[src/bootrom.hex]
// One 32-bit ROM word per line, word offsets 0 to 15 in order
00000297
02028293
0002a303
00130313
0062a023
ff5ff06f
00001537
00050513
00052583
00b52223
00002637
00060613
00462683
fe068ee3
00000013
0000006f

[src/periph_pkg.sv]
//****************************************
// Peripheral subsystem shared definitions
// Bus widths, address map, register offsets,
// AXI response codes, types and FSM states
//****************************************
`default_nettype none

package periph_pkg;

   // Bus widths
   localparam int DATA_W = 32;
   localparam int ADDR_W = 32;
   localparam int STRB_W = DATA_W / 8;
   localparam int IRQ_W  = 3;
   localparam int OFF_W  = 4;
   // Address bits covered by the map
   // Any set bit above them is unmapped
   localparam int MAP_W  = 16;

   typedef logic [DATA_W-1:0] data_t;
   typedef logic [ADDR_W-1:0] axi_addr_t;
   typedef logic [STRB_W-1:0] strb_t;
   typedef logic [1:0]        resp_t;
   typedef logic [IRQ_W-1:0]  irq_t;
   typedef logic [OFF_W-1:0]  reg_off_t;

   // Boot ROM
   localparam int ROM_WORDS = 16;
   localparam int ROM_AW    = $clog2(ROM_WORDS);
   localparam     ROM_FILE  = "/design/src/bootrom.hex";

   //****************************************
   // Address map, 4 KB regions
   //****************************************
   localparam axi_addr_t ROM_BASE    = 32'h0000_0000;
   localparam axi_addr_t GPIO_BASE   = 32'h0000_1000;
   localparam axi_addr_t TIMER_BASE  = 32'h0000_2000;
   localparam axi_addr_t REGION_MASK = 32'h0000_F000;

   // Word offsets inside the regions
   localparam reg_off_t GPIO_OUT_OFF  = 4'd0;
   localparam reg_off_t GPIO_IN_OFF   = 4'd1;
   localparam reg_off_t TIMER_CNT_OFF = 4'd0;
   localparam reg_off_t TIMER_CMP_OFF = 4'd1;
   localparam reg_off_t TIMER_SW_OFF  = 4'd2;

   // AXI responses
   localparam resp_t RESP_OKAY   = 2'b00;
   localparam resp_t RESP_SLVERR = 2'b10;
   localparam resp_t RESP_DECERR = 2'b11;

   typedef enum logic [1:0] {
      ST_IDLE,
      ST_REQ,
      ST_WAIT,
      ST_RESP
   } ctrl_state_t;

   // Replace the strobed bytes of a register
   function automatic data_t merge_bytes(input data_t cur, input data_t wdata,
                                         input strb_t strb);
      data_t res;
      res = cur;
      for (int i = 0; i < STRB_W; i++) begin
         if (strb[i]) begin
            res[i*8 +: 8] = wdata[i*8 +: 8];
         end
      end
      return res;
   endfunction

endpackage

`default_nettype wire

[src/periph_bus_if.sv]
//****************************************
// Request/acknowledge bus between the
// controller and the peripheral targets
//****************************************
`timescale 1ns/1ns
`default_nettype none

interface periph_bus_if
   import periph_pkg::*;
();

   // Controller side
   logic     req;
   logic     we;
   reg_off_t off;
   data_t    wdata;
   strb_t    wstrb;
   // Target side, valid in the ack cycle
   data_t    rdata;
   logic     ack;
   logic     err;

   modport ctrl (
      output req, we, off, wdata, wstrb,
      input  rdata, ack, err
   );

   modport target (
      input  req, we, off, wdata, wstrb,
      output rdata, ack, err
   );

endinterface

`default_nettype wire

[src/boot_rom.sv]
//****************************************
// Boot ROM target
// Word memory loaded from a hex file
//****************************************
`timescale 1ns/1ns
`default_nettype none

module boot_rom
   import periph_pkg::*;
(
   input  wire          i_clk,
   input  wire          i_rst_n,
   periph_bus_if.target bus
);

   data_t             mem [ROM_WORDS];
   logic [ROM_AW-1:0] idx;

   initial begin
      $readmemh(ROM_FILE, mem);
   end

   // Offsets past the end wrap onto the array
   assign idx = bus.off[ROM_AW-1:0];

   always_ff @(posedge i_clk) begin
      if (!i_rst_n) begin
         bus.ack <= 1'b0;
         bus.err <= 1'b0;
      end else begin
         bus.ack <= bus.req;
         // Writes are refused
         bus.err <= bus.req && bus.we;
      end
   end

   always_ff @(posedge i_clk) begin
      if (bus.req) begin
         bus.rdata <= mem[idx];
      end
   end

endmodule

`default_nettype wire

[src/periph_bus_ctrl.sv]
//****************************************
// AXI4-Lite slave controller
// Address decode, request issue to the
// targets and response hold
//****************************************
`timescale 1ns/1ns
`default_nettype none

module periph_bus_ctrl
   import periph_pkg::*;
(
   input  wire            i_clk,
   input  wire            i_rst_n,
   // AXI4-Lite slave
   input  wire axi_addr_t i_s_axil_awaddr,
   input  wire            i_s_axil_awvalid,
   output logic           o_s_axil_awready,
   input  wire data_t     i_s_axil_wdata,
   input  wire strb_t     i_s_axil_wstrb,
   input  wire            i_s_axil_wvalid,
   output logic           o_s_axil_wready,
   output resp_t          o_s_axil_bresp,
   output logic           o_s_axil_bvalid,
   input  wire            i_s_axil_bready,
   input  wire axi_addr_t i_s_axil_araddr,
   input  wire            i_s_axil_arvalid,
   output logic           o_s_axil_arready,
   output data_t          o_s_axil_rdata,
   output resp_t          o_s_axil_rresp,
   output logic           o_s_axil_rvalid,
   input  wire            i_s_axil_rready,
   // Targets
   periph_bus_if.ctrl     rom_bus,
   periph_bus_if.ctrl     gpio_bus,
   periph_bus_if.ctrl     timer_bus
);

   ctrl_state_t state;
   logic        wr_q;
   logic        sel_rom_q;
   logic        sel_gpio_q;
   logic        sel_timer_q;
   reg_off_t    off_q;
   data_t       wdata_q;
   strb_t       wstrb_q;
   data_t       rdata_q;
   resp_t       resp_q;

   logic        rd_go;
   logic        wr_go;
   axi_addr_t   addr;
   axi_addr_t   region;
   logic        upper_ok;
   logic        hit_rom;
   logic        hit_gpio;
   logic        hit_timer;

   logic        t_ack;
   logic        t_err;
   data_t       t_rdata;

   //****************************************
   // Address acceptance and decode
   //****************************************
   // Read wins when both are pending
   assign rd_go = (state == ST_IDLE) && i_s_axil_arvalid;
   assign wr_go = (state == ST_IDLE) && !i_s_axil_arvalid &&
                  i_s_axil_awvalid && i_s_axil_wvalid;

   // Write address and data only complete together
   assign o_s_axil_arready = (state == ST_IDLE);
   assign o_s_axil_awready = (state == ST_IDLE) && !i_s_axil_arvalid && i_s_axil_wvalid;
   assign o_s_axil_wready  = (state == ST_IDLE) && !i_s_axil_arvalid && i_s_axil_awvalid;

   assign addr      = i_s_axil_arvalid ? i_s_axil_araddr : i_s_axil_awaddr;
   assign region    = addr & REGION_MASK;
   assign upper_ok  = (addr[ADDR_W-1:MAP_W] == '0);
   assign hit_rom   = upper_ok && (region == ROM_BASE);
   assign hit_gpio  = upper_ok && (region == GPIO_BASE);
   assign hit_timer = upper_ok && (region == TIMER_BASE);

   // Response from the selected target
   always_comb begin
      t_ack   = 1'b0;
      t_err   = 1'b0;
      t_rdata = '0;
      if (sel_rom_q) begin
         t_ack   = rom_bus.ack;
         t_err   = rom_bus.err;
         t_rdata = rom_bus.rdata;
      end else if (sel_gpio_q) begin
         t_ack   = gpio_bus.ack;
         t_err   = gpio_bus.err;
         t_rdata = gpio_bus.rdata;
      end else if (sel_timer_q) begin
         t_ack   = timer_bus.ack;
         t_err   = timer_bus.err;
         t_rdata = timer_bus.rdata;
      end
   end

   //****************************************
   // Transaction FSM
   //****************************************
   always_ff @(posedge i_clk) begin
      if (!i_rst_n) begin
         state       <= ST_IDLE;
         wr_q        <= 1'b0;
         sel_rom_q   <= 1'b0;
         sel_gpio_q  <= 1'b0;
         sel_timer_q <= 1'b0;
         resp_q      <= RESP_OKAY;
      end else begin
         case (state)
            ST_IDLE: begin
               if (rd_go || wr_go) begin
                  wr_q        <= wr_go;
                  sel_rom_q   <= hit_rom;
                  sel_gpio_q  <= hit_gpio;
                  sel_timer_q <= hit_timer;
                  if (hit_rom || hit_gpio || hit_timer) begin
                     state <= ST_REQ;
                  end else begin
                     // Unmapped address answered without a target
                     resp_q <= RESP_DECERR;
                     state  <= ST_RESP;
                  end
               end
            end
            ST_REQ: begin
               state <= ST_WAIT;
            end
            ST_WAIT: begin
               if (t_ack) begin
                  resp_q <= t_err ? RESP_SLVERR : RESP_OKAY;
                  state  <= ST_RESP;
               end
            end
            ST_RESP: begin
               if (wr_q ? i_s_axil_bready : i_s_axil_rready) begin
                  state <= ST_IDLE;
               end
            end
            default: begin
               state <= ST_IDLE;
            end
         endcase
      end
   end

   // Request payload and read data
   always_ff @(posedge i_clk) begin
      if (rd_go || wr_go) begin
         off_q   <= addr[OFF_W+1:2];
         wdata_q <= i_s_axil_wdata;
         wstrb_q <= i_s_axil_wstrb;
         rdata_q <= '0;
      end else if ((state == ST_WAIT) && t_ack) begin
         rdata_q <= t_rdata;
      end
   end

   // One-cycle request to the selected target
   assign rom_bus.req     = (state == ST_REQ) && sel_rom_q;
   assign rom_bus.we      = wr_q;
   assign rom_bus.off     = off_q;
   assign rom_bus.wdata   = wdata_q;
   assign rom_bus.wstrb   = wstrb_q;

   assign gpio_bus.req    = (state == ST_REQ) && sel_gpio_q;
   assign gpio_bus.we     = wr_q;
   assign gpio_bus.off    = off_q;
   assign gpio_bus.wdata  = wdata_q;
   assign gpio_bus.wstrb  = wstrb_q;

   assign timer_bus.req   = (state == ST_REQ) && sel_timer_q;
   assign timer_bus.we    = wr_q;
   assign timer_bus.off   = off_q;
   assign timer_bus.wdata = wdata_q;
   assign timer_bus.wstrb = wstrb_q;

   // Responses held in ST_RESP until accepted
   assign o_s_axil_rvalid = (state == ST_RESP) && !wr_q;
   assign o_s_axil_bvalid = (state == ST_RESP) && wr_q;
   assign o_s_axil_rdata  = rdata_q;
   assign o_s_axil_rresp  = resp_q;
   assign o_s_axil_bresp  = resp_q;

endmodule

`default_nettype wire

[src/periph_subsys_top.sv]
//****************************************
// Peripheral subsystem top level
// AXI4-Lite controller with boot ROM,
// GPIO and timer targets
//****************************************
`timescale 1ns/1ns
`default_nettype none

module periph_subsys_top
   import periph_pkg::*;
(
   input  wire            i_clk,
   input  wire            i_rst_n,
   // GPIO and interrupts
   input  wire data_t     i_gpio,
   output data_t          o_gpio,
   output irq_t           o_irq,
   // AXI4-Lite slave
   input  wire axi_addr_t i_s_axil_awaddr,
   input  wire            i_s_axil_awvalid,
   output logic           o_s_axil_awready,
   input  wire data_t     i_s_axil_wdata,
   input  wire strb_t     i_s_axil_wstrb,
   input  wire            i_s_axil_wvalid,
   output logic           o_s_axil_wready,
   output resp_t          o_s_axil_bresp,
   output logic           o_s_axil_bvalid,
   input  wire            i_s_axil_bready,
   input  wire axi_addr_t i_s_axil_araddr,
   input  wire            i_s_axil_arvalid,
   output logic           o_s_axil_arready,
   output data_t          o_s_axil_rdata,
   output resp_t          o_s_axil_rresp,
   output logic           o_s_axil_rvalid,
   input  wire            i_s_axil_rready
);

   periph_bus_if rom_bus ();
   periph_bus_if gpio_bus ();
   periph_bus_if timer_bus ();

   periph_bus_ctrl u_ctrl (
      .i_clk            (i_clk),
      .i_rst_n          (i_rst_n),
      .i_s_axil_awaddr  (i_s_axil_awaddr),
      .i_s_axil_awvalid (i_s_axil_awvalid),
      .o_s_axil_awready (o_s_axil_awready),
      .i_s_axil_wdata   (i_s_axil_wdata),
      .i_s_axil_wstrb   (i_s_axil_wstrb),
      .i_s_axil_wvalid  (i_s_axil_wvalid),
      .o_s_axil_wready  (o_s_axil_wready),
      .o_s_axil_bresp   (o_s_axil_bresp),
      .o_s_axil_bvalid  (o_s_axil_bvalid),
      .i_s_axil_bready  (i_s_axil_bready),
      .i_s_axil_araddr  (i_s_axil_araddr),
      .i_s_axil_arvalid (i_s_axil_arvalid),
      .o_s_axil_arready (o_s_axil_arready),
      .o_s_axil_rdata   (o_s_axil_rdata),
      .o_s_axil_rresp   (o_s_axil_rresp),
      .o_s_axil_rvalid  (o_s_axil_rvalid),
      .i_s_axil_rready  (i_s_axil_rready),
      .rom_bus          (rom_bus.ctrl),
      .gpio_bus         (gpio_bus.ctrl),
      .timer_bus        (timer_bus.ctrl)
   );

   // Targets
   boot_rom u_boot_rom (
      .i_clk   (i_clk),
      .i_rst_n (i_rst_n),
      .bus     (rom_bus.target)
   );

   syscon_gpio u_gpio (
      .i_clk   (i_clk),
      .i_rst_n (i_rst_n),
      .bus     (gpio_bus.target),
      .i_gpio  (i_gpio),
      .o_gpio  (o_gpio)
   );

   syscon_timer u_timer (
      .i_clk   (i_clk),
      .i_rst_n (i_rst_n),
      .bus     (timer_bus.target),
      .o_irq   (o_irq)
   );

endmodule

`default_nettype wire

[src/syscon_gpio.sv]
//****************************************
// GPIO target
// Output register with byte strobes
// and sampled input
//****************************************
`timescale 1ns/1ns
`default_nettype none

module syscon_gpio
   import periph_pkg::*;
(
   input  wire          i_clk,
   input  wire          i_rst_n,
   periph_bus_if.target bus,
   input  wire data_t   i_gpio,
   output data_t        o_gpio
);

   data_t gpio_out_q;
   data_t gpio_in_q;

   // Input sample register
   always_ff @(posedge i_clk) begin
      gpio_in_q <= i_gpio;
   end

   always_ff @(posedge i_clk) begin
      if (!i_rst_n) begin
         gpio_out_q <= '0;
         bus.ack    <= 1'b0;
      end else begin
         bus.ack <= bus.req;
         if (bus.req && bus.we && (bus.off == GPIO_OUT_OFF)) begin
            gpio_out_q <= merge_bytes(gpio_out_q, bus.wdata, bus.wstrb);
         end
      end
   end

   // Unused offsets read zero
   always_ff @(posedge i_clk) begin
      if (bus.req) begin
         case (bus.off)
            GPIO_OUT_OFF: bus.rdata <= gpio_out_q;
            GPIO_IN_OFF:  bus.rdata <= gpio_in_q;
            default:      bus.rdata <= '0;
         endcase
      end
   end

   // No access here is an error
   assign bus.err = 1'b0;

   assign o_gpio = gpio_out_q;

endmodule

`default_nettype wire

[src/syscon_timer.sv]
//****************************************
// Timer and interrupt target
// Free-running count, compare register,
// software interrupt bits, irq vector
//****************************************
`timescale 1ns/1ns
`default_nettype none

module syscon_timer
   import periph_pkg::*;
(
   input  wire          i_clk,
   input  wire          i_rst_n,
   periph_bus_if.target bus,
   output irq_t         o_irq
);

   data_t            count_q;
   data_t            cmp_q;
   logic [IRQ_W-2:0] sw_irq_q;
   logic             timer_irq;

   //****************************************
   // Registers
   //****************************************
   always_ff @(posedge i_clk) begin
      if (!i_rst_n) begin
         count_q  <= '0;
         cmp_q    <= '1;
         sw_irq_q <= '0;
         bus.ack  <= 1'b0;
      end else begin
         count_q <= count_q + 1'b1;
         bus.ack <= bus.req;
         if (bus.req && bus.we) begin
            case (bus.off)
               TIMER_CMP_OFF: begin
                  cmp_q <= merge_bytes(cmp_q, bus.wdata, bus.wstrb);
               end
               TIMER_SW_OFF: begin
                  if (bus.wstrb[0]) begin
                     sw_irq_q <= bus.wdata[IRQ_W-2:0];
                  end
               end
               // Count is read-only
               default: ;
            endcase
         end
      end
   end

   always_ff @(posedge i_clk) begin
      if (bus.req) begin
         case (bus.off)
            TIMER_CNT_OFF: bus.rdata <= count_q;
            TIMER_CMP_OFF: bus.rdata <= cmp_q;
            TIMER_SW_OFF:  bus.rdata <= data_t'(sw_irq_q);
            default:       bus.rdata <= '0;
         endcase
      end
   end

   assign bus.err = 1'b0;

   //****************************************
   // Interrupts
   //****************************************
   assign timer_irq = (count_q >= cmp_q);

   // Bit 0 timer, bit 1 soft irq 3, bit 2 soft irq 4
   assign o_irq = {sw_irq_q, timer_irq};

endmodule

`default_nettype wire

[config.mk]
export PLATFORM = sky130hd
export DESIGN_NAME = periph_subsys_top
export DESIGN_NICKNAME = d
export VERILOG_FILES = /design/src/periph_pkg.sv /design/src/periph_bus_if.sv /design/src/boot_rom.sv /design/src/periph_bus_ctrl.sv /design/src/periph_subsys_top.sv /design/src/syscon_gpio.sv /design/src/syscon_timer.sv
export SDC_FILE = /design/constraint.sdc
export NUM_CORES = 1
export LEC_CHECK = 0
export ABC_AREA = 1
export BUFFER_PORTS_ARGS = -buffer_cell sky130_fd_sc_hd__buf_2
export CORE_UTILIZATION = 50
export CTS_CLUSTER_DIAMETER = 80
export DETAILED_ROUTE_END_ITERATION = 16
export PLACE_DENSITY = 0.81
export SLEW_MARGIN = 20
export SYNTH_ARGS = -nofsm -noshare
export SYNTH_HDL_FRONTEND = slang
export SYNTH_HIERARCHICAL = 1
export SYNTH_SLANG_ARGS = --single-unit
export TNS_END_PERCENT = 50
[constraint.sdc]
create_clock -name i_clk -period 3.15 [get_ports i_clk]
set_input_delay 0.63 -clock i_clk [delete_from_list [all_inputs] [get_ports i_clk]]
set_output_delay 0.63 -clock i_clk [all_outputs]
set_load 0.005 [all_outputs]
==> results by group, run 1 <==
Global route
  – Largest net degree at the start of global routing: 85
  – Initial antenna violation count: 0
  – Vias in the first global route: 9982
  – GRT Total Usage: 0.2584
  – First-pass GRT wire length: 52.83 mm
  – Grt total ovfl: 0

Yosys
  – Synthesized cell area: 13070 um^2
  – Syn Area/Cell: 8.561 um^2
  – Syn Inst Count: 1527
  – Synth warn: 6

Pwr
  – Sequential power share: 0.494
  – Psw: 2.140 mW
  – Overall Power: between 8 and 9 mW
  – Logic gate share of total power: 0.106
  – Leak: 6.650 nW
  – PD cells: approximately 560 nW/um^2
  – Clock power frac: 0.400
  – Net Sw Frac: 0.2582
  – Largest vdd supply drop: 0.4611 mV
  – Internal power: a little over 6 mW

Timing
  – Post-layout minimum cycle time: 2847 ps
  – Max Clock Freq: roughly 350 MHz
  – Skew final: 8.455 ps
  – RSZ-0062 raised after global routing: no
  – Fin crit share: 0.9038
  – Final setup fails: 0
  – Least-Margin Pin Slew: 876.7 ps
  – Hold Vio Cnt, Final: 0
  – Slew headroom: 0.4149
  – Fin Hold WS: 189.7 ps
  – Final Max Tran Viols: 0
  – Sum Neg Setup Slack: 0 ps

Critical path
  – WP data arrival: 2220 ps
  – Startpoint Class: flop
  – Crit path capture type: output pin
  – Worst path required time: between 2000 and 3000 ps
  – Critical path class: flop to output pin
  – CP Max Fanout: 6

Cells and area
  – Nets: 1835
  – Antenna cells: 0
  – Finished Layout Cells: roughly 2000
  – Area growth syn-to-layout: 12.61%
  – Most common cell after layout, fill and taps aside: nand2_1
  – Most frequent cells in the layout: 302 x nand2_1, 198 x buf_2, 179 x inv_1
  – Share of cells above drive strength 1: 0.2001
  – Design Area, Final: 14720 um^2

CTS
  – Root buffer cell: clkbuf_16
  – Post-CTS repair timing setup buffer count: 0
  – Worst-skew pair later-pin latency: 540 ps
  – Post_cts resized: 0
  – Cts hold-fix bufs: 0
  – CTS max path bufs: 3
  – H-tree depth: 1
  – CTS Sinks: 278
  – Reg clk slew, reported paths: around 70 ps
  – CTS tree: yes
  – TritonCTS Buffers: 27

Floorplan
  – Placeable Area: 25400 um^2
  – Starting Density: 0.5147
  – Rows: 58
  – Die height: 163.7 um
  – I/O pin total: 215
  – Die Width: 163.7 um
  – DIE AREA: 26800 um^2

Min path
  – Worst hold path type: input port to flop

Routing
  – WL/cell: between 15 and 20 um
  – ANT nets after route: 0
  – Vias per cell: around 5.4
  – DR iter-0 viols: about 1300
  – Final wirelength: 35.04 mm
  – Via count: between 10000 and 15000
  – Pre-Repair DR Iteration Count: 6
  – DRC viols: 0

Placed design
  – Area after DPL: between 10000 and 15000 um^2
  – Dpl cells: 1959
  – Final HPWL DP: 25.74 mm
  – GPL Wtd Cong: 0.9748
  – # port buffers: roughly 200

Status
  – Outcome: finished clean

Run
  – Max Cap Violations: 0
## path summary, 6_finish.rpt
path / start / end / slack, ps / cells after the start
worst min-delay path: i_gpio[27] / u_gpio/gpio_in_q[27]$_DFF_P_ / 190 / 1
worst max-delay path: u_timer/count_q[0]$_SDFF_PN0_ / o_irq[0] / 300 / 13
worst max register to register: u_ctrl/state[0]$_SDFFE_PN0P_ / u_ctrl/o_s_axil_bresp[0]$_SDFFE_PN0P_ / 870 / 11
worst min register to register: u_ctrl/o_s_axil_rdata[0]$_SDFFE_PP0P_ / u_ctrl/o_s_axil_rdata[0]$_SDFFE_PP0P_ / 470 / 2
## sequential cells by signal, summed over array words and instances, names as in the netlist, 2 cells and up
name,flops
u_ctrl/gpio_bus.off,4
u_ctrl/o_s_axil_bresp,2
u_timer/bus.rdata,32
u_gpio/o_gpio,32
u_gpio/bus.rdata,32
u_ctrl/o_s_axil_rdata,32
u_timer/cmp_q,32
u_timer/count_q,32
u_ctrl/gpio_bus.wdata,32
u_gpio/gpio_in_q,32
u_ctrl/gpio_bus.wstrb,4
u_ctrl/state,2
u_timer/sw_irq_q,2
## critical path: stages, from the launching register on
cell     delay (ps)
dfxtp_1         440
inv_1           130
ha_1            300
nand2_1          70
nand3_1          90
nand2_1          70
nand2_1          60
nand2_1          60
nand2_1          50
nand2_1          50
nand2_1          70
nand2_1          70
nand2_1          80
buf_2           140
## layer usage
| layer | part of all wire | GRT usage | up-vias |
|---|---|---|---|
| met5 | 0 | 0 | - |
| met4 | 0.030 | 0.08418 | 0 |
| met3 | 0.092 | 0.03712 | 78 |
| met2 | 0.46 | 0.4195 | 556 |
| met1 | 0.42 | 0.3548 | 4985 |
| li1 | - | - | 5171 |
## layout make-up
cell class,count,area (um^2)
flip-flops and latches,278,6606
multi-input cells,955,4975
fillers,2181,10680
clock buffers,37,794.5
clock inverters,13,130.1
repair buffers,211,1101
well taps,330,412.9
inverters,185,701.9
## power groups by stage
stage | clock [mW] | combinational, mW | sequential [mW]
after global routing | 3.50 | 0.975 | 4.11
after global placement | 0 | 0.835 | 4.16
after detailed placement | 0 | 0.856 | 4.17
final | 3.32 | 0.881 | 4.09
after floorplan | 0 | 0.750 | 4.09
after CTS | 3.35 | 0.873 | 4.09
## metrics by stage
| stage | utilization | setup WS (ps) |
|---|---|---|
| finish | 0.5796 | 303.1 |
| global route | 0.5796 | 120.5 |
| CTS | 0.5796 | 295.9 |
| detailed placement | 0.5432 | 770.7 |
| global placement | 0.5432 | 822.6 |
| floorplan | - | 684.1 |
(Power assumes the default switching activity.)
==> run 2: changes to the inputs <==
--- a/config.mk
+++ b/config.mk
@@ -5,7 +5,6 @@
 export SDC_FILE = /design/constraint.sdc
 export NUM_CORES = 1
 export LEC_CHECK = 0
-export ABC_AREA = 1
 export BUFFER_PORTS_ARGS = -buffer_cell sky130_fd_sc_hd__buf_2
 export CORE_UTILIZATION = 50
 export CTS_CLUSTER_DIAMETER = 80
==> run 2 against run 1 <==
Final area down 4.2%. Combinational power down 3.2%. Synthesized cell count down 22%. Die area down 5.6%. Global-route usage down 3.3 points. Power down 1.3%.
==> results by group, run 2 <==
Critical path
  – WP data arrival: 2440 ps (+220 ps)
  – Crit path capture type: output pin
  – Worst path required time: 2520 ps (about the same)
  – CP Max Fanout: 7 (+1)
  – Startpoint Class: flop
  – Reg2Reg Setup Slack: 730 ps (-140 ps)
  – Critical path class: flop to output pin

Yosys
  – Syn Area/Cell: 10.33 um^2 (+21%)
  – Synth warn: 6 (unchanged)
  – Synthesized cell area: 12330 um^2 (-5.7%)
  – Syn Inst Count: 1193 (-22%)

Cells and area
  – Share of cells above drive strength 1: 0.2173 (+0.01714)
  – Design Area, Final: 14100 um^2 (-4.2%)
  – Area growth syn-to-layout: 14.35%
  – Nets: 1500 (-18%)
  – Finished Layout Cells: 1669 (-17%)
  – Final core utilization: 0.5814 (+0.001767)
  – Filler cells: 1948 (-11%)
  – Footprint of the multi-input gates: 4878 um^2 (-1.9%)
  – Most common cell after layout, fill and taps aside: nand2_1
  – Most frequent cells in the layout: 223 x nand2_1, 197 x buf_2, 166 x dfxtp_1
  – Reg area: 6616 um^2 (+0.15%)

Pwr
  – Largest vdd supply drop: 0.3494 mV (-24%)
  – PD cells: 580.5 nW/um^2 (+3.1%)
  – Leak: 5.842 nW (-12%)

Floorplan
  – I/O pin total: 215 (unchanged)
  – DIE AREA: 25290 um^2 (-5.6%)
  – Die Width: 159.0 um (-2.9%)
  – Starting Density: 0.5084 (-0.006269)
  – Placeable Area: 24250 um^2 (-4.5%)
  – Rows: 57 (-1.7%)
  – Die height: 159.0 um (-2.9%)

Timing
  – Hold Vio Cnt, Final: 0 (unchanged)
  – Fin crit share: 0.9757 (+0.07193)
  – Slew headroom: 0.5053 (+0.09043)
  – Final setup fails: 0 (unchanged)
  – Final Max Tran Viols: 0 (unchanged)
  – RSZ-0062 raised after global routing: no
  – Sum Neg Setup Slack: 0 ps (unchanged)
  – Post-layout minimum cycle time: 3073 ps (+226.6 ps)
  – Final worst slack: 76.55 ps (-226.6 ps)
  – Least-Margin Pin Slew: 741.0 ps (-135.7 ps)
  – Max Clock Freq: 325.4 MHz (-7.4%)
  – Skew final: 20.81 ps (+12.35 ps)

Routing
  – Final wirelength: 29.18 mm (-17%)
  – WL/cell: 17.48 um (+0.22%)
  – ANT nets after route: 0 (unchanged)
  – Pre-Repair DR Iteration Count: 5 (-1)
  – DRC viols: 0 (unchanged)
  – Vias per cell: 5.451 (+1.5%)
  – Via count: 9098 (-16%)
  – DR iter-0 viols: 668 (-49%)

Global route
  – Vias in the first global route: 8832 (-12%)
  – Largest net degree at the start of global routing: 74 (-13%)
  – First-pass GRT wire length: 45.75 mm (-13%)
  – GRT Total Usage: 0.2255 (-0.03299)
  – Initial antenna violation count: 1 (+1)
  – Grt total ovfl: 0 (unchanged)

Placed design
  – DP Worst Slack: 331.4 ps (-439.3 ps)
  – # port buffers: 198 (unchanged)
  – Area after DPL: 13150 um^2 (-4.7%)
  – Final HPWL DP: 20.87 mm (-19%)
  – Dpl cells: 1618 (-17%)
  – GPL Wtd Cong: 0.8615 (-12%)

CTS
  – CTS Sinks: 278 (unchanged)
  – Worst-skew pair later-pin latency: 540 ps (about the same)
  – Reg clk slew, reported paths: 60 ps (about the same)
  – TritonCTS Buffers: 27 (unchanged)
  – CTS tree: yes
  – Post-CTS repair timing setup buffer count: 0 (unchanged)
  – Root buffer cell: clkbuf_16
  – H-tree depth: 1 (unchanged)
  – CTS max path bufs: 3 (unchanged)

Status
  – Outcome: finished clean

Min path
  – Worst hold path type: input port to flop

Run
  – Max Cap Violations: 0 (unchanged)
-- run 2: area by class of cell --
type | instances | area share
diodes | 1 | 0.0001775
flip-flops and latches | 278 | 0.4693
inverters | 41 | 0.01092
clock buffers | 35 | 0.05077
well taps | 324 | 0.02876
clock inverters | 15 | 0.01163
multi-input cells | 758 | 0.3461
repair buffers | 217 | 0.08236
-- run 2: report_power, final --
part | total, mW | switching [mW] | leakage, nW | internal, mW
Combinational | 0.853 | 0.526 | 3.03 | 0.327
Sequential | 4.14 | 0.165 | 2.39 | 3.97
Clock | 3.19 | 1.34 | 0.428 | 1.86
Total | 8.18 | 2.03 | 5.84 | 6.16
-- run 2: critical path, cell delays in order (launching register included) --
cell	delay (ps)
dfxtp_1	470
ha_1	270
and4_1	210
a221o_1	330
a2111oi_2	300
o21ai_1	160
buf_2	160
-- run 2: repair_timing --
action	4_1_cts	5_1_grt
pin swaps	2	2
gates resized for setup	13	7
endpoints found under the setup margin	1	1
hold buffers	0	0
-- run 2: layer usage --
layer / vias up / track usage / routed length, um
met4: 0 / 0.09178 / 1072
met1: 4287 / 0.2932 / 12470
li1: 4396 / - / -
met5: - / 0 / 0
met3: 71 / 0.03308 / 1812
met2: 344 / 0.3776 / 13830
-- run 2: stage by stage --
stage	total power [mW]	hold slack, ps
after global routing	8.474	176.8
after CTS	8.225	176.7
after global placement	5.029	441.5
after floorplan	4.875	435.7
after detailed placement	5.055	443.5
final	8.184	192.3
-- run 2: worst paths after layout --
path	cells past startpoint	endpoint	start
worst min register to register	2	u_ctrl/o_s_axil_rdata[23]$_SDFFE_PP0P_	u_ctrl/o_s_axil_rdata[23]$_SDFFE_PP0P_
worst max-delay path	6	o_irq[0]	u_timer/count_q[20]$_SDFF_PN0_
worst min-delay path	1	u_gpio/gpio_in_q[23]$_DFF_P_	i_gpio[23]
worst max register to register	4	u_gpio/o_gpio[2]$_SDFFE_PN0P_	u_ctrl/gpio_bus.off[1]$_DFFE_PP_
